$ cat src/residuPkg.sv
package residuPkg;

	// Scratch memory addressing
	localparam int addrWidth = 11;

	// Width of lg and of the sample counter
	localparam int lenWidth = 6;

	// Codec words
	typedef logic signed [15:0] word16;
	typedef logic signed [31:0] word32;

	// Controller states
	typedef enum logic [3:0]
	{
		idle,
		outerLoop,
		readSample,
		multiply,
		innerLoop,
		readTap,
		accumulate,
		shift,
		roundStore,
		finish
	} controlState;

endpackage
$ cat src/basicArith.sv
`timescale 1ns/100ps

module basicArith (
	input  residuPkg::word16 addA,
	input  residuPkg::word16 addB,
	input  residuPkg::word16 subA,
	input  residuPkg::word16 subB,
	input  residuPkg::word32 roundIn,
	output residuPkg::word16 addResult,
	output residuPkg::word16 subResult,
	output residuPkg::word16 roundResult
);

	import residuPkg::*;

	logic signed [16:0] addWide;
	logic signed [16:0] subWide;
	logic signed [32:0] roundWide;

	// Clamp a 17-bit result into a codec word
	function automatic word16 sat16(logic signed [16:0] x);
		if (x[16] != x[15])
			return x[16] ? 16'sh8000 : 16'sh7FFF;
		else
			return x[15:0];
	endfunction

	assign addWide = {addA[15], addA} + {addB[15], addB};
	assign subWide = {subA[15], subA} - {subB[15], subB};
	assign addResult = sat16(addWide);
	assign subResult = sat16(subWide);

	//////////////////////////////
	// round = upper half of L_add(x, 0x8000)
	//////////////////////////////

	assign roundWide = {roundIn[31], roundIn} + 33'sh0_0000_8000;
	assign roundResult = (roundWide[32] != roundWide[31]) ?
		(roundWide[32] ? 16'sh8000 : 16'sh7FFF) : roundWide[31:16];

endmodule

$ cat config.mk
export PLATFORM = sky130hd
export DESIGN_NAME = basicArith
export DESIGN_NICKNAME = d
export VERILOG_FILES = /design/src/residuPkg.sv /design/src/basicArith.sv
export SDC_FILE = /design/constraint.sdc
export NUM_CORES = 1
export LEC_CHECK = 0
export BUFFER_PORTS_ARGS = -buffer_cell sky130_fd_sc_hd__buf_2
export CORE_ASPECT_RATIO = 1.1
export CORE_MARGIN = 2
export CORE_UTILIZATION = 40
export DETAILED_ROUTE_END_ITERATION = 10
export MAX_ROUTING_LAYER = met4
export PLACE_DENSITY = 0.71
export SLEW_MARGIN = 15
export SYNTH_ARGS = -nofsm -noshare
export SYNTH_HDL_FRONTEND = slang
export SYNTH_SLANG_ARGS = --single-unit
export TNS_END_PERCENT = 100
$ cat constraint.sdc
create_clock -name vclk -period 5.8
set_clock_uncertainty 0.2 [all_clocks]
set_input_delay 0.87 -clock vclk [all_inputs]
set_output_delay 0.87 -clock vclk [all_outputs]
set_load 0.02 [all_outputs]
==> results_tabular.tex <==
\begin{tabular}{lr}
\hline
Metric & Value \\
\hline
\multicolumn{2}{l}{\textbf{Worst setup path}} \\
Sort of element at the start of the critical path & input pin \\
Crit Path Class & in -> out \\
Data arrival time at the worst-slack endpoint & between 3 and 4 ns \\
Delay of the slowest cell on the worst path & 0.49 ns \\
Critical path capture point type & primary output \\
Critical path buffers and inverters & 4 \\
Kind of cell with the highest combined delay on the critical path & compound AO/OA/AOI/OAI gates \\
Worst path slowest cell & o311a\_1 \\
Cells along the critical path & buf\_2 > inv\_1 > ha\_1 > inv\_1 > fa\_1 > a211oi\_1 > o21ai\_1 > a21oi\_1 > o311a\_1 > nand2b\_1 > o211ai\_1 > o31a\_1 > buf\_2 \\
WP data required & about 4.7 ns \\
Critical path peak fanout & 13 \\
\multicolumn{2}{l}{\textbf{Timing}} \\
Pins Over Slew Limit & 0 \\
Final setup violation count & 0 \\
Number of hold-slack violations in the final timing report & 0 \\
Final clock period utilization by the worst path & 0.8267 \\
Unrepaired setup endpoints after global routing & no \\
Relative slew slack & 0.3608 \\
Total Negative Setup Slacks & 0 ns \\
Fmax & 208.6 MHz \\
Worst-Margin Slew & approximately 0.95 ns \\
Crit path time final & roughly 4.8 ns \\
\multicolumn{2}{l}{\textbf{Placement}} \\
Half-perimeter wire length after detailed placement & $\sim$6400 um \\
RePlAce Congestion & 0.8833 \\
Count of buffers from port buffering & $\sim$130 \\
\multicolumn{2}{l}{\textbf{Global route}} \\
Number of global-route vias before repair & a little under 3000 \\
Pin count of the biggest net entering global routing & 27 \\
Total grt overflow & 0 \\
All-Layer GR Usage & 0.2029 \\
Number of antenna violations at the first check in global routing & 0 \\
First-pass GRT wire length & roughly 13000 um \\
\multicolumn{2}{l}{\textbf{Cells and area}} \\
Area taken by flip-flops and latches & 0 um2 \\
Final sequential cell count & 0 \\
Area added between synthesis and finish & 25.06\% \\
\# clk buffers & 0 \\
Count of antenna diodes in the layout & 0 \\
Fraction of final layout cells sized beyond drive strength 1 & 0.2894 \\
\# nets final & 641 \\
Filler Cell Count & a little under 700 \\
Multi-input gate area in the final layout & 0.002484 mm2 \\
\multicolumn{2}{l}{\textbf{Detailed routing}} \\
Detailed-route via count & about 3200 \\
Average detailed-routed wire length per instance & $\sim$13 um \\
DRC violation count after routing & 0 \\
Number of detailed-routing iterations run before antenna repair & 4 \\
Vias per cell & $\sim$5.4 \\
Final ANT Viol Nets & 0 \\
Routed wire length & around 7500 um \\
Detailed Route Iter0 Violations & 64 \\
\multicolumn{2}{l}{\textbf{Clock tree}} \\
Post-CTS setup buffer count & 0 \\
Number of resized instances in the post-cts repair step & 0 \\
Number of buffers inserted for hold repair after clock tree synthesis & 0 \\
\multicolumn{2}{l}{\textbf{Synthesis}} \\
Post-synth top area cell & ha\_1 \\
Net count after synthesis & 526 \\
Yosys top cell area share & 0.1537 \\
Post-Synthesis Cell Area & 0.002686 mm2 \\
Gate count of the mapped netlist & slightly below 400 \\
Cell types with the highest counts after synthesis & nand2\_1, a21oi\_1, ha\_1, inv\_1, nor2\_1 \\
Unique masters post-synth & 61 \\
Sequential fraction of the synthesis area & 0 \\
Number of warnings reported in the yosys synthesis log & 0 \\
Mapped Avg Cell Area & between 6 and 7 um2 \\
Cell with the most instances after synthesis & nand2\_1 \\
Ranking of synthesized cells by area & ha\_1, a21oi\_1, nand2\_1 \\
\multicolumn{2}{l}{\textbf{Floorplan}} \\
Die X-Extent & roughly 82 um \\
I/O pin count & approximately 140 \\
Y dimension of the die & 89.95 um \\
Initial Utilization & 0.4098 \\
Placeable Area & 0.006555 mm2 \\
Die ar. & roughly 0.0074 mm2 \\
Site row count & 31 \\
\multicolumn{2}{l}{\textbf{Power}} \\
Worst voltage drop across the vdd grid & 0.1092 mV \\
Overall Power & around 0.52 mW \\
Power per cell area & around 150 mW/mm2 \\
Leakage power & between 1.5 and 2 nW \\
\multicolumn{2}{l}{\textbf{Status}} \\
Run status & completed \\
\multicolumn{2}{l}{\textbf{Worst hold path}} \\
Type of the most critical hold path & in -> out \\
\multicolumn{2}{l}{\textbf{Flow run}} \\
Max-capacitance violation count & 0 \\
\hline
\end{tabular}
-- metal layers --
layer,vias to the layer above,wire (um),GRT usage
li1,1657,-,-
met1,1429,3138,0.2400
met2,95,3944,0.3780
met3,8,395,0.01606
met4,0,66,0.01806
met5,-,0,-
-- metrics by stage --
step	instance area [um2]	setup WS, ns	utilization	hold slack, ns	instances
2_1_floorplan	2686	1.585	-	1.733	395
5_1_grt	3359	0.6554	0.5125	1.941	590
3_3_place_gp	3359	1.117	0.5125	1.898	590
4_1_cts	3359	1.023	0.5125	1.909	590
6_report	3359	1.005	0.5125	1.905	590
3_5_place_dp	3359	1.035	0.5125	1.902	590
-- cells by family after synthesis --
family / share of synthesized area
compound gates: 0.3270
simple gates: 0.2171
buf+inv: 0.07545
fa+ha+maj: 0.2375
xor+xnor: 0.1169
mux: 0.02608
-- worst min-delay path, delay by kind of cell --
family	cells	cell delay, ns
buffers and inverters	2	0.24
xor gates and xnor gates	1	0.07
and+or+nand+nor	1	0.06
-- final cells by class --
type	count	share of cell area
Inverter	32	0.03575
Multi-Input combinational cell	346	0.7393
Tap cell	82	0.03054
Timing Repair Buffer	130	0.1944
-- report_power, final --
group | internal (mW) | total (mW) | switching (mW)
clock | 0 | 0 | 0
sequential | 0 | 0 | 0
combinational | 0.207 | 0.516 | 0.309
total | 0.207 | 0.516 | 0.309
-- final timing paths --
check | startpoint | end | slack (ns) | cells after the start
worst max-delay path | subA[0] | subResult[7] | 1.01 | 13
worst min-delay path | roundIn[23] | roundResult[7] | 1.90 | 4
-- cells in the final DEF, fill, tap and decap left out, drive strengths merged, types with 4 or more instances in the layout --
cell type	count
a211oi	5
a21o	9
a21oi	46
and3	9
buf	130
ha	33
inv	32
maj3	18
mux2i	7
nand2	48
nand3	10
nand4	7
nor2	26
nor2b	5
nor3	4
o211ai	5
o21a	6
o21ai	24
o21bai	4
xnor2	20
xor2	15
(Power assumes the default switching activity.)
