[src/residuPkg.sv]
package residuPkg;

	// Scratch memory addressing
	localparam int addrWidth = 11;

	// Width of lg and of the sample counter
	localparam int lenWidth = 6;

	// Codec words
	typedef logic signed [15:0] word16;
	typedef logic signed [31:0] word32;

	// Controller states
	typedef enum logic [3:0]
	{
		idle,
		outerLoop,
		readSample,
		multiply,
		innerLoop,
		readTap,
		accumulate,
		shift,
		roundStore,
		finish
	} controlState;

endpackage
[src/multMac.sv]
`timescale 1ns/100ps

module multMac (
	input  residuPkg::word16 multA,
	input  residuPkg::word16 multB,
	input  residuPkg::word16 macA,
	input  residuPkg::word16 macB,
	input  residuPkg::word32 macAcc,
	output residuPkg::word32 multResult,
	output residuPkg::word32 macResult
);

	import residuPkg::*;

	// Doubled product, the only overflow case is 0x8000 * 0x8000
	function automatic word32 lMult(word16 x, word16 y);
		word32 product;
		product = x * y;
		if (product == 32'sh4000_0000)
			return 32'sh7FFF_FFFF;
		else
			return product <<< 1;
	endfunction

	// 32-bit add with saturation
	function automatic word32 lAdd(word32 x, word32 y);
		logic signed [32:0] wide;
		wide = {x[31], x} + {y[31], y};
		if (wide[32] != wide[31])
			return wide[32] ? 32'sh8000_0000 : 32'sh7FFF_FFFF;
		else
			return wide[31:0];
	endfunction

	word32 macProduct;

	assign multResult = lMult(multA, multB);

	//////////////////////////////
	// L_mac
	//////////////////////////////

	assign macProduct = lMult(macA, macB);
	assign macResult = lAdd(macAcc, macProduct);

endmodule

[config.mk]
export PLATFORM = sky130hd
export DESIGN_NAME = multMac
export DESIGN_NICKNAME = d
export VERILOG_FILES = /design/src/residuPkg.sv /design/src/multMac.sv
export SDC_FILE = /design/constraint.sdc
export NUM_CORES = 2
export LEC_CHECK = 0
export BUFFER_PORTS_ARGS = -buffer_cell sky130_fd_sc_hd__clkbuf_2
export CAP_MARGIN = 20
export CORE_MARGIN = 2
export CORE_UTILIZATION = 60
export DETAILED_ROUTE_END_ITERATION = 12
export PLACE_DENSITY = 0.79
export SYNTH_ARGS = -nofsm -noshare
export SYNTH_HDL_FRONTEND = slang
export SYNTH_SLANG_ARGS = --single-unit
[constraint.sdc]
create_clock -name vclk -period 24.4
set_input_delay 6.1 -clock vclk [all_inputs]
set_output_delay 6.1 -clock vclk [all_outputs]
set_load 0.02 [all_outputs]
==> impl_metrics.toml <==
[worst_setup_path]
crit_arrival_ns = 17.19
required_ns = 18.30
cp_slowest_stage_delay_ns = 0.85
setup.worst_path.class = "in -> out"
largest_fanout_on_the_critical_path = 30
worst_path_max_delay_cell = "sky130_fd_sc_hd__fa_1"
crit_path_start_kind = "input port"
most_frequent_cell_on_critical_path = "sky130_fd_sc_hd__fa_1"
endpoint_kind = "primary output"

[floorplan]
floorplan.die.width_um = 196
initial_standard_cell_utilization_of_the_core_pct = 60.7
die-area_sq_um = 38500
coreArea_sq_um = 36500
i_o_pin_total = 160
y_dimension_of_the_die_um = 196
rows = 70

[finish]
clockBufferCount = 0
numSequentialCells = 0
multi_input_area_sq_um = 19900
area.sequential_sq_um = 0
final_nets = 3412
area.growth.synth_to_final_pct = 4.69
post_route_cells_drive_above_1_share_pct = 7.06
n_fill_cell = 3058

[logic_synthesis]
postSynthNetCount = 3340
yosysSeqAreaShare_pct = 0
netlist.top_cell.by_area = "sky130_fd_sc_hd__fa_1"
synth_top_area_share_pct = 47.4
syn-cell-area_sq_um = 22200
synth_area_leaders = "sky130_fd_sc_hd__fa_1 (47%), sky130_fd_sc_hd__ha_1 (11%), sky130_fd_sc_hd__inv_1 (8.8%), sky130_fd_sc_hd__and2_1 (6.7%), sky130_fd_sc_hd__nand2_1 (5.8%)"
yosysWarningCount = 0
post_synth_inst_count = 2523
avgSynthCellArea_sq_um = 8.79
yosys.cell_types.count = 85

[cts]
cts_hold_buf = 0
cts_post_setup_buffers_inserted = 0
cts_repair_resize_count = 0

[outcome]
status = "completed"

[detailed_routing]
detail_route.wl_per_cell_um = 17.5
routed_via_density = 5.75
drt_iter0_drc = 1074
totalWireLength_um = 53600
antenna_violating_nets_post_route = 0
first_pass_iters = 5
drt_drc_violations_left = 0
routed-via-count = 17598

[hold_path]
min_path_type = "in -> out"

[placed_design]
post-dp-hpwl_um = 47000
routabilityCongestion = 0.996
placement.io_buffers = 160

[global_routing]
grt_pass1_wl_um = 90800
grt_start_max_net_pins = 32
grtUsageMet2_pct = 48.9
global_route.peak_usage_layer = "met2"
grt_util_all_layers_pct = 29.1
grt_remaining_overflow = 0
number_of_global_route_vias_before_repair = 18587
grt_util_met1_pct = 41.6
grt_util_met3_pct = 2.63
grt_antenna_before_repair = 1

[sta]
max_slew_vio_count = 0
timing_worst_slew_pin_value_ns = 1.07
period_minus_slack_ns = 23.29
tns_ns = 0
hold_violations = 0
grt_setup_unrepaired = "no"
timing.final.crit_share_pct = 95.5
report.final.setup_viol = 0
slew_headroom_pct = 28.7
achievable-frequency_mhz = 42.9

[job]
max_cap_violations = 0
logic make-up after synthesis:
family	after synthesis	synth area share, %
fa+ha+maj	728	58.8
mux	3	0.141
compound gates	300	9.26
simple gates	789	17.8
xor+xnor	90	3.55
buf+inv	613	10.4
placed cells by master (no fill, tap or decap), drive strengths merged, types with 6 or more instances in the layout:
cell / synthesis / routed
fa: 525 / 525
inv: 522 / 522
nand2: 341 / 341
and2: 238 / 238
ha: 196 / 196
clkbuf: 84 / 160
a21oi: 73 / 73
xnor2: 68 / 68
o21ai: 62 / 62
nor2: 56 / 56
nand2b: 48 / 48
a21o: 41 / 41
nand3: 23 / 23
xor2: 22 / 22
and3: 17 / 17
nor3: 16 / 16
o21a: 13 / 13
a31oi: 12 / 12
o21bai: 12 / 12
a211oi: 12 / 12
nand4: 9 / 9
o211ai: 8 / 8
or3: 7 / 7
a2111oi: 7 / 7
maj3: 7 / 7
or2: 6 / 6
a221oi: 6 / 6
stage by stage:
step	hold slack, ns	cell area [sq um]	std cells	util, %	worst slack (ns)
floorplan	12.38	22200	2523	-	2.89
global placement	12.78	23200	3061	63.6	1.59
detailed placement	12.78	23200	3061	63.6	1.20
CTS	12.78	23200	3061	63.6	1.19
global route	12.83	23200	3062	63.6	0.0133
finish	12.78	23200	3062	63.6	1.11
area by class of cell:
cell class | instances | share of cell area (%)
Tap cell | 468 | 2.52
Inverter | 522 | 8.44
Antenna cell | 1 | 0.0108
Multi-Input combinational cell | 1910 | 85.5
Timing Repair Buffer | 161 | 3.48
critical path: cells and delay by family:
kind	cells	cell delay, ns
AOI/OAI and AO/OA	9	2.72
buffers and inverters	4	0.71
xor gates and xnor gates	2	0.99
adders and majority gates	8	4.11
and+or+nand+nor	10	2.52
worst paths after layout:
kind / start / end / slack (ns) / cells after the start
worst max-delay path: macA[15] / macResult[3] / 1.11 / 33
worst min-delay path: multB[0] / multResult[1] / 12.78 / 4
cells in the mapped netlist (4+ instances only):
| library cell | count |
|---|---|
| sky130_fd_sc_hd__a2111oi_0 | 6 |
| sky130_fd_sc_hd__xnor2_1 | 68 |
| sky130_fd_sc_hd__nand2b_1 | 47 |
| sky130_fd_sc_hd__a21oi_1 | 73 |
| sky130_fd_sc_hd__or3_1 | 7 |
| sky130_fd_sc_hd__and4_1 | 4 |
| sky130_fd_sc_hd__a221oi_1 | 5 |
| sky130_fd_sc_hd__nor3_1 | 16 |
| sky130_fd_sc_hd__a31oi_1 | 12 |
| sky130_fd_sc_hd__xor2_1 | 22 |
| sky130_fd_sc_hd__a21boi_0 | 4 |
| sky130_fd_sc_hd__nand3_1 | 23 |
| sky130_fd_sc_hd__nand4_1 | 9 |
| sky130_fd_sc_hd__o21a_1 | 13 |
| sky130_fd_sc_hd__clkbuf_1 | 83 |
| sky130_fd_sc_hd__nand2_1 | 341 |
| sky130_fd_sc_hd__or2_2 | 5 |
| sky130_fd_sc_hd__and3_1 | 17 |
| sky130_fd_sc_hd__ha_1 | 196 |
| sky130_fd_sc_hd__nor2b_1 | 5 |
| sky130_fd_sc_hd__a211o_1 | 5 |
| sky130_fd_sc_hd__o21ai_1 | 15 |
| sky130_fd_sc_hd__maj3_1 | 6 |
| sky130_fd_sc_hd__a211oi_1 | 9 |
| sky130_fd_sc_hd__o21bai_1 | 11 |
| sky130_fd_sc_hd__nor2_1 | 56 |
| sky130_fd_sc_hd__inv_1 | 521 |
| sky130_fd_sc_hd__a21o_1 | 41 |
| sky130_fd_sc_hd__o21ai_0 | 47 |
| sky130_fd_sc_hd__fa_1 | 525 |
| sky130_fd_sc_hd__o211ai_1 | 8 |
| sky130_fd_sc_hd__buf_2 | 4 |
| sky130_fd_sc_hd__and2_1 | 237 |
per-layer routing:
metal  vias up  part of all wire [%]
li1       7912                     -
met1      8950                    42
met2       639                    49
met3        97                   6.9
met4         0                   2.3
met5         -                     0
Power is not shown: default switching activity piles up to over one toggle a cycle in this logic, so the estimate is an artifact.
