### src/residuPkg.sv
package residuPkg;

	// Scratch memory addressing
	localparam int addrWidth = 11;

	// Width of lg and of the sample counter
	localparam int lenWidth = 6;

	// Codec words
	typedef logic signed [15:0] word16;
	typedef logic signed [31:0] word32;

	// Controller states
	typedef enum logic [3:0]
	{
		idle,
		outerLoop,
		readSample,
		multiply,
		innerLoop,
		readTap,
		accumulate,
		shift,
		roundStore,
		finish
	} controlState;

endpackage
### src/shiftLeftSat.sv
`timescale 1ns/100ps

module shiftLeftSat #(
	parameter int SHIFT = 3
) (
	input  logic clk,
	input  logic reset,
	input  logic shiftReady,
	input  residuPkg::word32 shiftIn,
	output residuPkg::word32 shiftOut,
	output logic shiftDone
);

	import residuPkg::*;

	localparam int countWidth = (SHIFT > 1) ? $clog2(SHIFT + 1) : 1;

	logic running;
	logic [countWidth-1:0] count;
	word32 value;

	// One step of L_shl, saturated values keep their top two bits apart
	function automatic word32 stepShift(word32 x);
		if (x[31] != x[30])
			return x[31] ? 32'sh8000_0000 : 32'sh7FFF_FFFF;
		else
			return x <<< 1;
	endfunction

	always_ff @(posedge clk)
	begin
		if (reset)
		begin
			running <= 1'b0;
			shiftDone <= 1'b0;
			count <= '0;
		end
		else
		begin
			shiftDone <= 1'b0;
			if (!running && !shiftDone && shiftReady)
			begin
				// Load on the first ready cycle
				value <= shiftIn;
				count <= '0;
				running <= (SHIFT > 0);
				shiftDone <= (SHIFT == 0);
			end
			else if (running)
			begin
				value <= stepShift(value);
				count <= count + 1'b1;
				if (count == countWidth'(SHIFT - 1))
				begin
					running <= 1'b0;
					shiftDone <= 1'b1;
				end
			end
		end
	end

	assign shiftOut = value;

endmodule

### config.mk
export PLATFORM = sky130hd
export DESIGN_NAME = shiftLeftSat
export DESIGN_NICKNAME = d
export VERILOG_FILES = /design/src/residuPkg.sv /design/src/shiftLeftSat.sv
export SDC_FILE = /design/constraint.sdc
export NUM_CORES = 1
export LEC_CHECK = 0
export BUFFER_PORTS_ARGS = -buffer_cell sky130_fd_sc_hd__buf_4
export CAP_MARGIN = 15
export CORE_MARGIN = 4
export CORE_UTILIZATION = 50
export DETAILED_ROUTE_END_ITERATION = 10
export PLACE_DENSITY = 0.84
export SLEW_MARGIN = 20
export SYNTH_ARGS = -nofsm -noshare
export SYNTH_HDL_FRONTEND = slang
export SYNTH_SLANG_ARGS = --single-unit
### constraint.sdc
create_clock -name clk -period 3.1 [get_ports clk]
set_clock_uncertainty 0.15 [all_clocks]
set_input_delay 0.31 -clock clk [delete_from_list [all_inputs] [get_ports clk]]
set_output_delay 0.31 -clock clk [all_outputs]
set_load 0.03 [all_outputs]
==> tab_implementation.tex <==
\begin{tabular}{lr}
\hline
Metric & Value \\
\hline
\multicolumn{2}{l}{\textbf{STA}} \\
Number of max-slew violations in the final report & 0 \\
Final sum of negative setup slack & 0 ns \\
Count of final hold-check violations & 0 \\
Post-layout minimum cycle time & 2.250 ns \\
Final period util & 72.58\% \\
Total of endpoints with negative setup slack in the final report & 0 \\
Highest clock frequency the design can meet & 444.4 MHz \\
Worst slack on hold paths & between 0.09 and 0.1 ns \\
RSZ-0062 raised after global routing & false \\
Normalized max-slew margin & 45.86\% \\
Slew of the pin with the lowest slew margin & 0.8112 ns \\
\multicolumn{2}{l}{\textbf{Layout}} \\
Net count of the finished layout & 266 \\
Final Instance Area & 2686 sq um \\
Fraction of layout cells with a size suffix above 1 & 37.12\% \\
Area used by multi-input combinational logic & 923.4 sq um \\
Area added between synthesis and finish & 30.68\% \\
Antenna Diode Count & 0 \\
Sequential standard cell area & 1041 sq um \\
Filler cells & 303 \\
\multicolumn{2}{l}{\textbf{Clock tree}} \\
Worst-case clock buffer depth & 2 \\
Clock-pin slew on the worst setup and hold paths & approximately 0.070 ns \\
Count of clock tree sinks & 36 \\
Clock tree from TritonCTS & done \\
Hold buffers post-CTS & 0 \\
Total CTS buffers & 5 \\
Number of H-tree branching levels & 2 \\
Cell chosen for the clock root & clkbuf\_8 \\
Cells resized by post-CTS repair & 0 \\
Worst skew pair latency & a little under 0.3 ns \\
Post-CTS Setup Repair Bufs & 0 \\
\multicolumn{2}{l}{\textbf{Pwr}} \\
Power share of the combinational group & 29.7\% \\
Clock network power share & 24.0\% \\
Cell Int Power & 932.2 uW \\
IR drop worst, VDD & roughly 0.22 mV \\
Flop pwr share & 46.3\% \\
Total design power & 1.360 mW \\
PwrDens & about 510 nW/um\^{}2 \\
Sw power & 427.9 uW \\
Static Leakage & 1.008 nW \\
Switching part of the total & 31.46\% \\
\multicolumn{2}{l}{\textbf{Synthesis}} \\
Number of nets produced by synthesis & 204 \\
Leading post-synthesis cells by cell area & edfxtp\_1, nand4bb\_1, o31ai\_1 \\
Cell area after synthesis & 2056 sq um \\
Yosys reg bits & 36 \\
Share of the synthesized area in the top cell type & between 40 and 50\% \\
Proportion of synthesized flip-flops having asynchronous set or reset & 0\% \\
Post-Synthesis Cells & 166 \\
Commonest cells post-synth & nor2b\_1, edfxtp\_1, o31ai\_1, nand4bb\_1, clkbuf\_1 \\
Sequential cell area fraction in the yosys report & approximately half \\
Total of warnings raised by yosys & 0 \\
Post-synth top area cell & edfxtp\_1 \\
Count of flip-flops with a built-in enable after synthesis & 32 \\
Primary FF master, synth & edfxtp\_1 \\
Mean post-synth cell area & 12.38 sq um \\
Most common cell in the synthesized netlist & nor2b\_1 \\
Count of unique library cells instantiated by Yosys & 21 \\
\multicolumn{2}{l}{\textbf{Placement}} \\
GPL Wtd Cong & 0.7420 \\
Detailed placement HPWL & 3.577 mm \\
Placement-stage cell area & 2606 sq um \\
\# port buffers & 67 \\
\multicolumn{2}{l}{\textbf{GRT}} \\
Global-route wire length before repair & between 8 and 9 mm \\
Grt total ovfl & 0 \\
Most Crowded Layer GR & met2 \\
Vias in the first global route & 1,680 \\
Initial antenna violation count & 0 \\
GR Util met1 & between 20\% and 30\% \\
Overall routing resource usage & 20.40\% \\
Global-route met3 utilization & 6.094\% \\
Routing usage on met2 & 31.34\% \\
Maximum number of pins on one net before global-route repair & 33 \\
\multicolumn{2}{l}{\textbf{Die}} \\
Die footprint & $\sim$5200 sq um \\
X dimension of the die & 72.12 microns \\
Die height & 72.12 microns \\
Number of standard-cell rows in the floorplan & 23 \\
Initial Util & 51.39\% \\
I/O pin cnt & 68 \\
Floorplan core area & 4000 sq um \\
\multicolumn{2}{l}{\textbf{Worst setup path}} \\
Startpoint type of the worst setup path & register \\
Data arrival, critical path & 2.13 ns \\
Biggest fanout along the worst timing path & 26 \\
Worst setup EP type & register \\
Type of the worst setup path & register to register \\
Required time worst endpoint & 2.98 ns \\
\multicolumn{2}{l}{\textbf{Detailed routing}} \\
Number of vias per cell after detailed routing & 5.928 \\
Number of violations reported at the end of detailed-routing iteration 0 & $\sim$180 \\
DR DRC count & 0 \\
Post-route ant nets & 0 \\
Vias after detailed routing & 1,654 \\
Final wirelength & 5.215 mm \\
TritonRoute pass-1 iters & 4 \\
Drt wl/cell & between 15 and 20 microns \\
\multicolumn{2}{l}{\textbf{Status}} \\
Status & completed \\
\multicolumn{2}{l}{\textbf{Min path}} \\
Class of the tightest hold or removal check & input port to register \\
\multicolumn{2}{l}{\textbf{Run}} \\
Max-cap violation count & 0 \\
\hline
\end{tabular}
[registers in the layout, indices dropped and copies added, names as in the netlist]
| signal | cells |
|---|---|
| count | 2 |
| shiftOut | 32 |
| running | 1 |
| shiftDone | 1 |
[area by class of cell]
cell class                      instances  share of cell area, %
Inverter                                3                 0.4192
Timing Repair Buffer                   74                  21.15
Clock buffer                            7                  2.841
Clock inverter                          1                 0.1397
Sequential cell                        36                  38.75
Multi-Input combinational cell        108                  34.37
Tap cell                               50                  2.329
[per-layer routing]
metal	up-vias	wire, microns	share of wire [%]
li1	769	-	-
met1	804	2283	44
met2	73	2475	47
met3	8	387	7.4
met4	0	70	1.3
met5	-	0	0
[power by group through the flow]
stage / logic [mW] / clock network, mW / registers (mW)
final: 0.404 / 0.327 / 0.629
after detailed placement: 0.405 / 0 / 0.639
after global routing: 0.433 / 0.344 / 0.635
after CTS: 0.405 / 0.325 / 0.630
after floorplan: 0.180 / 0 / 0.715
after global placement: 0.393 / 0 / 0.639
[through the flow]
stage	std cells	util (%)	setup WS [ns]
global route	279	67.16	0.7496
finish	279	67.16	0.8499
global placement	271	65.15	0.9562
detailed placement	271	65.15	0.8656
CTS	279	67.16	0.8688
floorplan	166	-	0.1028
[layout by cell type (no fill, tap or decap), types with 2 or more instances in the layout]
cell type and instances:
mux2_2 2, edfxtp_1 32, clkbuf_1 2, clkbuf_8 5, buf_4 73, dfxtp_1 4
a211oi_1 2, nand4bb_1 29, ha_1 3, inv_1 3, nor2b_1 32, o31ai_1 30
[critical path, cell delays in order (launching register included)]
cell	delay, ns
dfxtp_1	0.41
buf_4	0.26
nor3b_4	0.71
buf_4	0.35
o31ai_1	0.11
[logic make-up (layout without fill, tap and decap cells)]
logic type | Yosys count | in the layout | share of synthesized area, %
xor gates and xnor gates | 1 | 1 | 0.4261
buffers and inverters | 22 | 85 | 5.113
AOI/OAI and AO/OA | 34 | 34 | 12.36
muxes | 2 | 2 | 1.095
adders and majority gates | 3 | 3 | 1.826
DFF | 36 | 36 | 50.64
and+or+nand+nor | 68 | 68 | 28.55
[worst paths after layout]
path             from            to  slack [ns]  depth (start not counted)
max           running  shiftOut[18]        0.85                          4
max reg2reg   running  shiftOut[18]        0.85                          4
min reg2reg  count[1]      count[1]        0.38                          2
min             reset     shiftDone         0.1                          2
No activity file was read; power rests on OpenSTA's default activity.
