File: src/residuPkg.sv
package residuPkg;

	// Scratch memory addressing
	localparam int addrWidth = 11;

	// Width of lg and of the sample counter
	localparam int lenWidth = 6;

	// Codec words
	typedef logic signed [15:0] word16;
	typedef logic signed [31:0] word32;

	// Controller states
	typedef enum logic [3:0]
	{
		idle,
		outerLoop,
		readSample,
		multiply,
		innerLoop,
		readTap,
		accumulate,
		shift,
		roundStore,
		finish
	} controlState;

endpackage
File: src/residuControl.sv
`timescale 1ns/100ps

module residuControl #(
	parameter int ORDER = 10
) (
	input  logic clk,
	input  logic reset,
	input  logic start,
	input  logic [residuPkg::addrWidth-1:0] aBase,
	input  logic [residuPkg::addrWidth-1:0] xBase,
	input  logic [residuPkg::addrWidth-1:0] yBase,
	input  logic [residuPkg::lenWidth-1:0] lg,
	output logic done,
	output logic busy,
	output logic [residuPkg::addrWidth-1:0] readAddr1,
	output logic [residuPkg::addrWidth-1:0] readAddr2,
	output logic writeEn,
	output logic [residuPkg::addrWidth-1:0] writeAddr,
	output residuPkg::word32 writeData,
	input  residuPkg::word32 readData1,
	input  residuPkg::word32 readData2,
	output residuPkg::word16 multA,
	output residuPkg::word16 multB,
	output residuPkg::word16 macA,
	output residuPkg::word16 macB,
	output residuPkg::word32 macAcc,
	input  residuPkg::word32 multResult,
	input  residuPkg::word32 macResult,
	output logic shiftReady,
	output residuPkg::word32 shiftIn,
	input  residuPkg::word32 shiftOut,
	input  logic shiftDone,
	output residuPkg::word16 addA,
	output residuPkg::word16 addB,
	output residuPkg::word16 subA,
	output residuPkg::word16 subB,
	output residuPkg::word32 roundIn,
	input  residuPkg::word16 addResult,
	input  residuPkg::word16 subResult,
	input  residuPkg::word16 roundResult
);

	import residuPkg::*;

	controlState state, nextState;

	// Sample counter i and tap counter j, j needs one bit past ORDER
	logic [lenWidth-1:0] i, nextI;
	logic [4:0] j, nextJ;

	// Fetched operand and accumulator
	word32 temp, nextTemp;
	word32 sum, nextSum;

	//////////////////////////////
	// Registers
	//////////////////////////////

	always_ff @(posedge clk)
	begin
		if (reset)
		begin
			state <= idle;
			i <= '0;
			j <= 5'd1;
		end
		else
		begin
			state <= nextState;
			i <= nextI;
			j <= nextJ;
		end
	end

	always_ff @(posedge clk)
	begin
		temp <= nextTemp;
		sum <= nextSum;
	end

	assign busy = (state != idle);
	assign done = (state == finish);

	//////////////////////////////
	// Next state and datapath control
	//////////////////////////////

	always_comb
	begin
		nextState = state;
		nextI = i;
		nextJ = j;
		nextTemp = temp;
		nextSum = sum;
		readAddr1 = '0;
		readAddr2 = '0;
		writeEn = 1'b0;
		writeAddr = '0;
		writeData = '0;
		multA = '0;
		multB = '0;
		macA = '0;
		macB = '0;
		macAcc = '0;
		shiftReady = 1'b0;
		shiftIn = '0;
		addA = '0;
		addB = '0;
		subA = '0;
		subB = '0;
		roundIn = '0;

		unique case (state)
			idle:
			begin
				nextI = '0;
				nextJ = 5'd1;
				if (start)
					nextState = outerLoop;
			end

			outerLoop:
			begin
				if (i < lg)
				begin
					// Fetch x[i]
					readAddr2 = {xBase[addrWidth-1:6], i};
					nextState = readSample;
				end
				else
					nextState = finish;
			end

			readSample:
			begin
				readAddr1 = aBase;
				nextTemp = readData2;
				nextState = multiply;
			end

			multiply:
			begin
				// a[0] * x[i]
				multA = temp[15:0];
				multB = readData1[15:0];
				nextSum = multResult;
				nextState = innerLoop;
			end

			innerLoop:
			begin
				if (j <= ORDER)
				begin
					readAddr1 = {aBase[addrWidth-1:4], j[3:0]};
					nextState = readTap;
				end
				else
					nextState = shift;
			end

			readTap:
			begin
				// Tap address xBase + (i - j), may fall below xBase into history
				subA = word16'(i);
				subB = word16'(j);
				addA = word16'(xBase);
				addB = subResult;
				readAddr2 = addResult[addrWidth-1:0];
				nextTemp = readData1;
				nextState = accumulate;
			end

			accumulate:
			begin
				macA = temp[15:0];
				macB = readData2[15:0];
				macAcc = sum;
				nextSum = macResult;
				addA = word16'(j);
				addB = 16'sd1;
				nextJ = addResult[4:0];
				nextState = innerLoop;
			end

			shift:
			begin
				shiftIn = sum;
				shiftReady = 1'b1;
				if (shiftDone)
				begin
					shiftReady = 1'b0;
					nextSum = shiftOut;
					nextState = roundStore;
				end
			end

			roundStore:
			begin
				roundIn = sum;
				writeData = word32'(roundResult);
				writeAddr = {yBase[addrWidth-1:6], i};
				writeEn = 1'b1;
				addA = word16'(i);
				addB = 16'sd1;
				nextI = addResult[lenWidth-1:0];
				nextJ = 5'd1;
				nextState = outerLoop;
			end

			finish:
				nextState = idle;

			default:
				nextState = idle;
		endcase
	end

endmodule

File: config.mk
export PLATFORM = sky130hd
export DESIGN_NAME = residuControl
export DESIGN_NICKNAME = d
export VERILOG_FILES = /design/src/residuPkg.sv /design/src/residuControl.sv
export SDC_FILE = /design/constraint.sdc
export NUM_CORES = 1
export LEC_CHECK = 0
export ABC_AREA = 1
export BUFFER_PORTS_ARGS = -buffer_cell sky130_fd_sc_hd__clkbuf_2
export CAP_MARGIN = 25
export CORE_AREA = 2 2 210 212
export DETAILED_ROUTE_END_ITERATION = 12
export DIE_AREA = 0 0 212 214
export GPL_TIMING_DRIVEN = 0
export PLACE_DENSITY_LB_ADDON = 0.12
export SYNTH_ARGS = -nofsm -noshare
export SYNTH_HDL_FRONTEND = slang
export SYNTH_SLANG_ARGS = --single-unit
File: constraint.sdc
create_clock -name clk -period 1.8 [get_ports clk]
set_input_delay 0.18 -clock clk [delete_from_list [all_inputs] [get_ports clk]]
set_output_delay 0.18 -clock clk [all_outputs]
set_load 0.02 [all_outputs]
==> summary.md, run 1 <==
| Metric | Value |
|---|---|
| Switching Power | 2960 uW |
| Most common cell after layout, fill and taps aside | clkbuf_2 |
| Cell internal power dissipation | 4220 uW |
| Sequential share of power | 27.3% |
| Routed length on met1 | 13300 um |
| Startpoint type of the worst setup path | flop |
| Slowest CP cell | dfxtp_4 |
| # placed instances | 1900 |
| Clock sink count | 63 |
| Netlist area before placement | 5010 sq um |
| Wire length of the first global-routing pass | 47600 um |
| Fraction of final layout cells sized beyond drive strength 1 | 61.5% |
| Post-Synth XOR/XNOR Area | 0% |
| Initial antenna violation count | 1 |
| Number of non-filler instances in the completed layout | 1993 |
| First drt pass iteration count | 4 |
| # rows | 76 |
| Arr. time, crit path | 1.84 ns |
| Worst Skew | 0.00629 ns |
| Weighted congestion reported at the end of routability-driven placement | 0.784 |
| Maximum number of buffers from clock root to sink | 2 |
| Total grt overflow | 0 |
| Switching part of the total | 41.2% |
| Unrepaired setup endpoints after global routing | true |
| Crit Path Max Fanout | 8 |
| Part of the Yosys area used for sequential elements | 34.8% |
| Total via count after detailed routing | 7318 |
| Fraction of post-synthesis cell area in the top cell type by area | 28.8% |
| Post-synth top area cell | edfxtp_1 |
| Relative max-transition margin | 62.6% |
| Summed area of non-filler cells in the final layout | 13000 sq um |
| Area of the core region | 42900 sq um |
| Full die area | 45400 sq um |
| Die extent in x | 212 um |
| Final hold viol count | 0 |
| Leakage power | 0.00635 uW |
| Hpwl dp | 24400 um |
| TritonCTS clock tree | done |
| Cells along the critical path | inv_4 > nand2_4 > nor2_4 > nand2_8 > buf_12 > nor2_4 > clkbuf_16 > buf_6 > buf_6 |
| Violated checks | setup timing |
| CTS Root Cell | clkbuf_16 |
| Post-place instance area | 8240 sq um |
| Period Utilization, post-route | 112% |
| Combinational cell fraction of total power | 50.1% |
| Endpoints failing setup | 259 |
| Proportion of synthesized area in mux cells | 0% |
| Least-Margin Pin Slew | 0.561 ns |
| Number of diodes added for antenna fixing | 0 |
| Initial cell density of the core | 11.7% |
| Pwr/cell area | 551 nW/um^2 |
| Number of placed I/O pins | 544 |
| Yosys cell types | 26 |
| Top post-synthesis cells by area | edfxtp_1, nor2_1, inv_1 |
| All-layer global routing usage | 14.5% |
| Number of max-slew violations in the final report | 0 |
| Largest family of logic cells by synthesized area | simple AND/OR/NAND/NOR gates |
| Area fraction in compound gates after synthesis | 6.80% |
| Clock buffer count from CTS | 9 |
| Met3 routed wirelength | 2140 um |
| WP data required | 1.62 ns |
| Peak supply drop | 0.324 mV |
| Synth Warn # | 0 |
| Vias in the first global route | 7477 |
| Net count of the finished layout | 1659 |
| Clock share of power | 22.6% |
| Yosys reg bits | 63 |
| Syn-to-layout area delta | 160% |
| Post-synthesis area per instance | 6.14 sq um |
| Classification of the worst setup path | reg -> out |
| Htree depth | 3 |
| Via density | 3.67 |
| Number of instances in the synthesized netlist | 816 |
| Reported max-cap violation count | 0 |
| CP endpoint kind | primary output |
| Post-route antenna net violation count | 0 |
| Height of the chip | 214 um |
| Clock slew seen by the registers of the worst setup and hold paths | 0.06 ns |
| Clock network latency to the later pin of the worst-skew pair | 0.36 ns |
| Worst stage delay on the critical path | 0.36 ns |
| Post-Synth Simple-Gate Area | 34.7% |
| Starting DRC count in detailed routing | 157 |
| Pin count of the biggest net entering global routing | 18 |
| Number of I/O port buffers | 474 |
| Top Layer Used | met4 |
| Worst Setup Slack, final | -0.223 ns |
| Run status | complete, but fails checks |
| Sum of met2 wire segment lengths after detailed routing | 18600 um |
| Final critical path time including I/O delays and setup | 2.02 ns |
| Total wire length after detailed routing | 34700 um |
| Peak Freq | 494 MHz |
| Most used cells in the layout excluding fill and tap cells | clkbuf_2, inv_1, nand2_1 |
| Hold/Removal Path Class | in -> reg |
| Synth Area in Adders | 1.25% |
| DRC | 0 |
| Routed wire length per instance | 17.4 um |
## cell families after synthesis
| group | count (synthesis) |
|---|---|
| AO/OA/AOI/OAI | 57 |
| adder cells (fa/ha/maj) | 5 |
| buffers and inverters | 250 |
| flip-flops | 63 |
| other | 1 |
| AND/OR/NAND/NOR | 440 |
## final cells by class
| cell class | instances | area, sq um |
|---|---|---|
| tap | 585 | 732 |
| buffer | 79 | 876 |
| inverter | 168 | 673 |
| timing repair inverter | 1 | 7.51 |
| fill | 4585 | 29900 |
| clock buffer | 10 | 229 |
| clock inverter | 6 | 27.5 |
| timing repair buffer | 553 | 5040 |
| sequential | 63 | 1760 |
| multi-input combinational | 528 | 3680 |
## stage by stage
stage / power, uW / hold slack, ns / TNS (ns) / utilization, % / worst slack, ns
4_1_cts: 6790 / 0.0606 / -40.97 / 27.4 / -0.328
6_report: 7180 / 0.0957 / -26.53 / 30.4 / -0.223
5_1_grt: 7620 / 0.0901 / -50.70 / 30.4 / -0.312
3_5_place_dp: 4130 / 0.463 / -132.81 / 19.2 / -1.20
3_3_place_gp: 4130 / 0.464 / -137.83 / 19.2 / -1.19
2_1_floorplan: 3190 / 0.354 / -2.23 / - / -0.0696
## per-layer routing
metal | global-route usage, % | vias up
met3 | 3.37 | 27
li1 | - | 3572
met1 | 15.9 | 3419
met5 | 0 | -
met4 | 5.21 | 0
met2 | 26.9 | 300
## cells in the mapped netlist, drive strengths merged
| master | n |
|---|---|
| a21oi | 4 |
| a31oi | 1 |
| buf | 65 |
| clkbuf | 17 |
| conb | 1 |
| dfxtp | 15 |
| edfxtp | 48 |
| ha | 5 |
| inv | 168 |
| nand2 | 159 |
| nand3 | 42 |
| nor2 | 235 |
| nor3 | 2 |
| nor3b | 1 |
| o21ai | 33 |
| o221ai | 6 |
| o22ai | 7 |
| o32ai | 6 |
| or2 | 1 |
## critical path: cells and delay by family, from the launching register on
family | cells | cell delay [ns]
buffers and inverters | 5 | 0.62
DFF | 1 | 0.36
and+or+nand+nor | 4 | 0.47
## timing repair
action | 4_1_cts | 5_1_grt
buffers inserted | 40 | 27
gates cloned | 17 | 7
setup endpoints to repair | 354 | 310
pin swaps | 16 | 27
gates resized for setup | 655 | 479
hold buffers | 0 | 0
## state kept, by name (all words and copies together), names as in the netlist
register and cells:
sum 32, state 4, temp 16, i 6, j 5
## path summary, 6_finish.rpt
| check | startpoint | end | slack (ns) | depth (start not counted) |
|---|---|---|---|---|
| worst max register to register | state[0]$_SDFFE_PP0P_ | sum[8]$_DFFE_PP_ | -0.17 | 9 |
| worst max-delay path | state[0]$_SDFFE_PP0P_ | writeData[29] | -0.22 | 9 |
| worst min-delay path | macResult[28] | sum[28]$_DFFE_PP_ | 0.1 | 3 |
| worst min register to register | i[0]$_SDFFE_PP0P_ | i[0]$_SDFFE_PP0P_ | 0.59 | 2 |
## power by group through the flow
stage               clock network, uW  registers (uW)  logic, uW
floorplan                           0            1940       1250
global placement                    0            1970       2160
detailed placement                  0            1970       2160
CTS                              1730            1950       3110
global route                     1770            1980       3870
finish                           1620            1960       3600
Power figures use the tool's default switching activity.
==> run 2: changes to the inputs <==
- CORE_AREA: 2 2 210 212 -> 2 2 211 213
- DIE_AREA: 0 0 212 214 -> 0 0 213 215
==> run 2 against run 1 <==
  * The flow still finishes with violations (setup timing)
  * Power is 8.9% higher
  * Clock power up 9.9%
  * Via count rose by 1.3%
  * Combinational power rose by 14%
  * Non-clock buffer count is 8 higher
  * Largest cell class unchanged
  * Largest power group unchanged
  * Highest routed layer unchanged
  * Final cell count increased by 0.80%
==> summary.md, run 2 (same netlist as run 1, synthesis figures left out) <==
| Metric | Value |
|---|---|
| Vias in the first global route | 7663 |
| Clock sink count | 63 |
| # rows | 77 |
| Routed wire length per instance | 17.6 um |
| Number of cells traversed by the worst register-to-register path | 8 |
| Syn-to-layout area delta | 180% |
| Total wire length after detailed routing | 35400 um |
| Top Registers | sum (32), temp (16), i (6) |
| Fraction of final layout cells sized beyond drive strength 1 | 65.4% |
| Clock buffer count from CTS | 9 |
| Most Crowded Layer GR | met2 |
| Flip-flop count of the largest register after layout | 32 |
| Met1 capacity usage during global routing | 15.7% |
| GRT met2 Usage | 25.9% |
| Clock network latency to the later pin of the worst-skew pair | 0.36 ns |
| Initial antenna violation count | 2 |
| WP data required | 1.62 ns |
| Final hold viol count | 0 |
| Crit Path Max Fanout | 5 |
| Leakage power | 0.00657 uW |
| Initial cell density of the core | 11.5% |
| Relative max-transition margin | 62.6% |
| Classification of the worst setup path | reg -> out |
| Worst Setup Slack, final | -0.215 ns |
| Maximum number of buffers from clock root to sink | 2 |
| Reported max-cap violation count | 0 |
| Pwr/cell area | 559 nW/um^2 |
| Period Utilization, post-route | 112% |
| Pin count of the biggest net entering global routing | 18 |
| Most common cell after layout, fill and taps aside | clkbuf_2 |
| Starting DRC count in detailed routing | 185 |
| Total grt overflow | 0 |
| Final critical path time including I/O delays and setup | 2.01 ns |
| CTS Root Cell | clkbuf_16 |
| Weighted congestion reported at the end of routability-driven placement | 0.791 |
| TritonCTS clock tree | done |
| Wire length of the first global-routing pass | 47200 um |
| Number of diodes added for antenna fixing | 0 |
| CP endpoint kind | primary output |
| Number of I/O port buffers | 474 |
| Cells on Worst Hold Path | 3 |
| Most used cells in the layout excluding fill and tap cells | clkbuf_2, nor2_4, inv_1 |
| First drt pass iteration count | 4 |
| Number of max-slew violations in the final report | 0 |
| Clock slew seen by the registers of the worst setup and hold paths | 0.06 ns |
| Least-Margin Pin Slew | 0.561 ns |
| Largest register by flop count | sum |
| Arr. time, crit path | 1.83 ns |
| Number of placed I/O pins | 544 |
| Full die area | 45800 sq um |
| All-layer global routing usage | 14.1% |
| Met3 Resource Use GR | 3.49% |
| Peak Freq | 496 MHz |
| Net count of the finished layout | 1669 |
| DRC | 0 |
| Height of the chip | 215 um |
| Violated checks | setup timing |
| Via density | 3.69 |
| Startpoint type of the worst setup path | flop |
| Post-layout total power | 7820 uW |
| Unrepaired setup endpoints after global routing | true |
| Worst Skew | 0.00666 ns |
| Hold/Removal Path Class | in -> reg |
| Htree depth | 3 |
| Total via count after detailed routing | 7411 |
| Post-placement setup slack | -1.16 ns |
| Post-route antenna net violation count | 0 |
| Run status | complete, but fails checks |
| Peak supply drop | 0.443 mV |
| Area of the core region | 43600 sq um |
| Die extent in x | 213 um |
| Endpoints failing setup | 273 |
| Hpwl dp | 24400 um |
[run 2: cell count changes in the layout (fill, tap and decap cells not counted), moves of 19 or more]
cell and delta:
nor2_1 -49, clkbuf_4 -21, clkbuf_8 -19, buf_8 +36, buf_4 -23, buf_6 +34
nor2_4 +49
[run 2: critical path: stages (launching register included)]
cell and delay (ns):
dfxtp_2 0.34, inv_4 0.08, nand2_4 0.06, nor2_4 0.15, nand2_8 0.10, buf_12 0.15
nor2_4 0.10, buf_6 0.15, buf_12 0.13, buf_4 0.11, buf_8 0.10
[run 2: final cells by class]
| class | count | area (sq um) |
|---|---|---|
| Fill cell | 4593 | 29600 |
| Timing Repair Buffer | 560 | 5540 |
| Multi-Input combinational cell | 528 | 4030 |
| Sequential cell | 63 | 1760 |
| Buffer | 80 | 958 |
| Tap cell | 592 | 741 |
| Inverter | 168 | 673 |
| Clock buffer | 9 | 225 |
| Clock inverter | 6 | 52.6 |
| Timing Repair inverter | 3 | 27.5 |
[run 2: final timing paths]
kind	from	to	slack, ns
setup / recovery	state[1]$_SDFFE_PP0P_	writeData[17]	-0.21
hold / removal	macResult[0]	sum[0]$_DFFE_PP_	0.1
setup reg to reg	state[2]$_SDFFE_PP0P_	sum[6]$_DFFE_PP_	-0.19
hold reg to reg	j[2]$_SDFFE_PP0P_	j[2]$_SDFFE_PP0P_	0.60
[run 2: report_power, final]
part	total (uW)	switching [uW]	internal, uW
registers	1940	83.9	1860
clock network	1780	733	1050
logic	4100	2350	1750
total	7820	3170	4650
[run 2: per-stage QoR]
stage	utilization, %	setup TNS (ns)	std cells	cell area, sq um	hold slack (ns)
global route	32.1	-51.63	2009	14000	0.110
finish	32.1	-30.30	2009	14000	0.0974
global placement	18.9	-131.78	1907	8250	0.464
detailed placement	18.9	-135.22	1907	8250	0.462
CTS	27.7	-36.66	1981	12100	0.0691
floorplan	-	-2.23	841	5140	0.354
[run 2: layer usage]
layer / vias up / part of all wire (%)
met1: 3488 / 39
li1: 3606 / -
met5: - / 0
met3: 18 / 6.2
met2: 299 / 53
met4: 0 / 1.2
[run 2: what timing repair did]
action / in CTS / in global routing
gates resized for setup: 739 / 619
pin swaps: 26 / 20
setup buffers: 46 / 18
endpoints found under the setup margin: 354 / 337
gates cloned: 15 / 14
hold endpoints to repair: 0 / 0
hold buffers: 0 / 0
==> run 3: changes to the inputs <==
- CORE_AREA: 2 2 211 213 -> 5 5 208 210
- RECOVER_POWER: default -> 50
==> run 3 against run 2 <==
  * The flow still finishes with violations (setup timing)
  * Non-clock buffer count shrank 9
  * Largest cell class unchanged
  * Global-route usage hardly changed
  * Sequential share of layout area grew 0.81 points
  * Clock power is 9.6% lower
  * Worst setup slack better by 0.035 ns
==> summary.md, run 3 (same netlist as run 1, synthesis figures left out) <==
| Metric | Value |
|---|---|
| # rows | 75 |
| Slowest CP cell | dfxtp_4 |
| Die extent in x | 213 um |
| Startpoint type of the worst setup path | flop |
| Number of I/O port buffers | 474 |
| Syn-to-layout area delta | 163% |
| CP bufs+invs | 5 |
| Worst Skew | 0.0134 ns |
| Relative max-transition margin | 54.1% |
| Hold/Removal Path Class | in -> reg |
| Total wire length after detailed routing | 35400 um |
| Number of placed I/O pins | 544 |
| Vias in the first global route | 7890 |
| Largest register by flop count | sum |
| Library cell appearing most often on the critical path | buf_8 |
| Most used cells in the layout excluding fill and tap cells | clkbuf_2, nor2_4, inv_1 |
| Routed wire length per instance | 18.2 um |
| Worst stage delay on the critical path | 0.36 ns |
| Pin count of the biggest net entering global routing | 18 |
| Clock buffer count from CTS | 9 |
| DRC | 0 |
| Clock network latency to the later pin of the worst-skew pair | 0.34 ns |
| Full die area | 45800 sq um |
| Crit Path Max Fanout | 7 |
| Flip-flop count of the largest register after layout | 32 |
| Pwr/cell area | 528 nW/um^2 |
| Least-Margin Pin Slew | 0.681 ns |
| Endpoints failing setup | 236 |
| Run status | complete, but fails checks |
| WP data required | 1.62 ns |
| Fin util | 31.8% |
| Starting DRC count in detailed routing | 228 |
| Weighted congestion reported at the end of routability-driven placement | 0.812 |
| Maximum number of buffers from clock root to sink | 2 |
| Initial antenna violation count | 0 |
| Number of max-slew violations in the final report | 0 |
| Summed area of non-filler cells in the final layout | 13200 sq um |
| Clock slew seen by the registers of the worst setup and hold paths | 0.07 ns |
| Arr. time, crit path | 1.80 ns |
| Height of the chip | 215 um |
| Most common cell after layout, fill and taps aside | clkbuf_2 |
| Net count of the finished layout | 1660 |
| Total grt overflow | 0 |
| Peak Freq | 505 MHz |
| Via density | 3.77 |
| Number of diodes added for antenna fixing | 0 |
| Wire length of the first global-routing pass | 48500 um |
| Post-route antenna net violation count | 0 |
| Final critical path time including I/O delays and setup | 1.98 ns |
| Post-layout total power | 6960 uW |
| Fraction of final layout cells sized beyond drive strength 1 | 62.4% |
| # placed instances | 1854 |
| TritonCTS clock tree | done |
| First drt pass iteration count | 4 |
| Final hold viol count | 0 |
| Initial cell density of the core | 12.1% |
| Cells along the critical path | inv_6 > nand2_4 > nor2_4 > nand2_8 > buf_4 > buf_6 > buf_8 > o221ai_4 > buf_8 |
| Largest delay share family, worst path | buffers and inverters |
| Htree depth | 3 |
| All-layer global routing usage | 14.0% |
| Clock sink count | 63 |
| CTS Root Cell | clkbuf_16 |
| Reported max-cap violation count | 0 |
| Leakage power | 0.00633 uW |
| CP endpoint kind | primary output |
| Post-place instance area | 8190 sq um |
| Peak supply drop | 0.409 mV |
| Worst Setup Slack, final | -0.180 ns |
| Total via count after detailed routing | 7341 |
| Period Utilization, post-route | 110% |
| Hpwl dp | 25200 um |
| Unrepaired setup endpoints after global routing | true |
| Violated checks | setup timing |
| Post-placement setup slack | -1.00 ns |
| Number of non-filler instances in the completed layout | 1946 |
| Area of the core region | 41400 sq um |
| Top Registers | sum (32), temp (16), i (6) |
| Classification of the worst setup path | reg -> out |
[run 3: cell type report]
class | instances | area (sq um)
plain buffers | 78 | 913
clock buffers | 11 | 233
clock inverters | 3 | 12.5
fillers | 4380 | 28200
inverters | 168 | 666
multi-input cells | 529 | 3780
flip-flops and latches | 63 | 1760
well taps | 539 | 674
repair buffers | 553 | 5130
repair inverters | 2 | 16.3
[run 3: worst register-to-register path, stage by stage (launching register included)]
cell and delay (ns):
dfxtp_4 0.37, buf_4 0.12, nand2_4 0.06, nor2_4 0.19, clkinv_4 0.09, or2_4 0.27, o21ai_4 0.10, clkinvlp_4 0.21
clkbuf_16 0.21
[run 3: metal layers]
| metal | wire (um) | track usage (%) |
|---|---|---|
| met1 | 13600 | 15.9 |
| met2 | 18600 | 26.5 |
| met3 | 2280 | 2.71 |
| met4 | 914 | 3.97 |
| met5 | 0 | 0 |
[run 3: power breakdown]
group	total, uW	internal (uW)	switching [uW]
sequential	1950	1860	92.7
clock	1610	908	706
combinational	3390	1350	2040
[run 3: through the flow]
| step | hold WS (ns) | TNS [ns] |
|---|---|---|
| finish | 0.116 | -16.70 |
| global route | 0.112 | -34.18 |
| CTS | 0.0977 | -30.47 |
| detailed placement | 0.459 | -126.87 |
| global placement | 0.463 | -122.64 |
| floorplan | 0.354 | -2.23 |
[run 3: what timing repair did]
action                                 4_1_cts  5_1_grt
hold buffers                                 0        0
gates resized for setup                    661      581
setup endpoints to repair                  354      325
pin swaps                                   19       21
cloned                                      18        6
endpoints found under the hold margin        0        0
setup buffers                               50       17
[run 3: path summary, 6_finish.rpt]
kind	start	slack, ns	cells after the start	end
worst max-delay path	state[1]$_SDFFE_PP0P_	-0.18	9	addA[2]
worst min-delay path	macResult[1]	0.12	3	sum[1]$_DFFE_PP_
worst max register to register	state[1]$_SDFFE_PP0P_	-0.03	8	sum[26]$_DFFE_PP_
worst min register to register	i[0]$_SDFFE_PP0P_	0.62	2	i[0]$_SDFFE_PP0P_
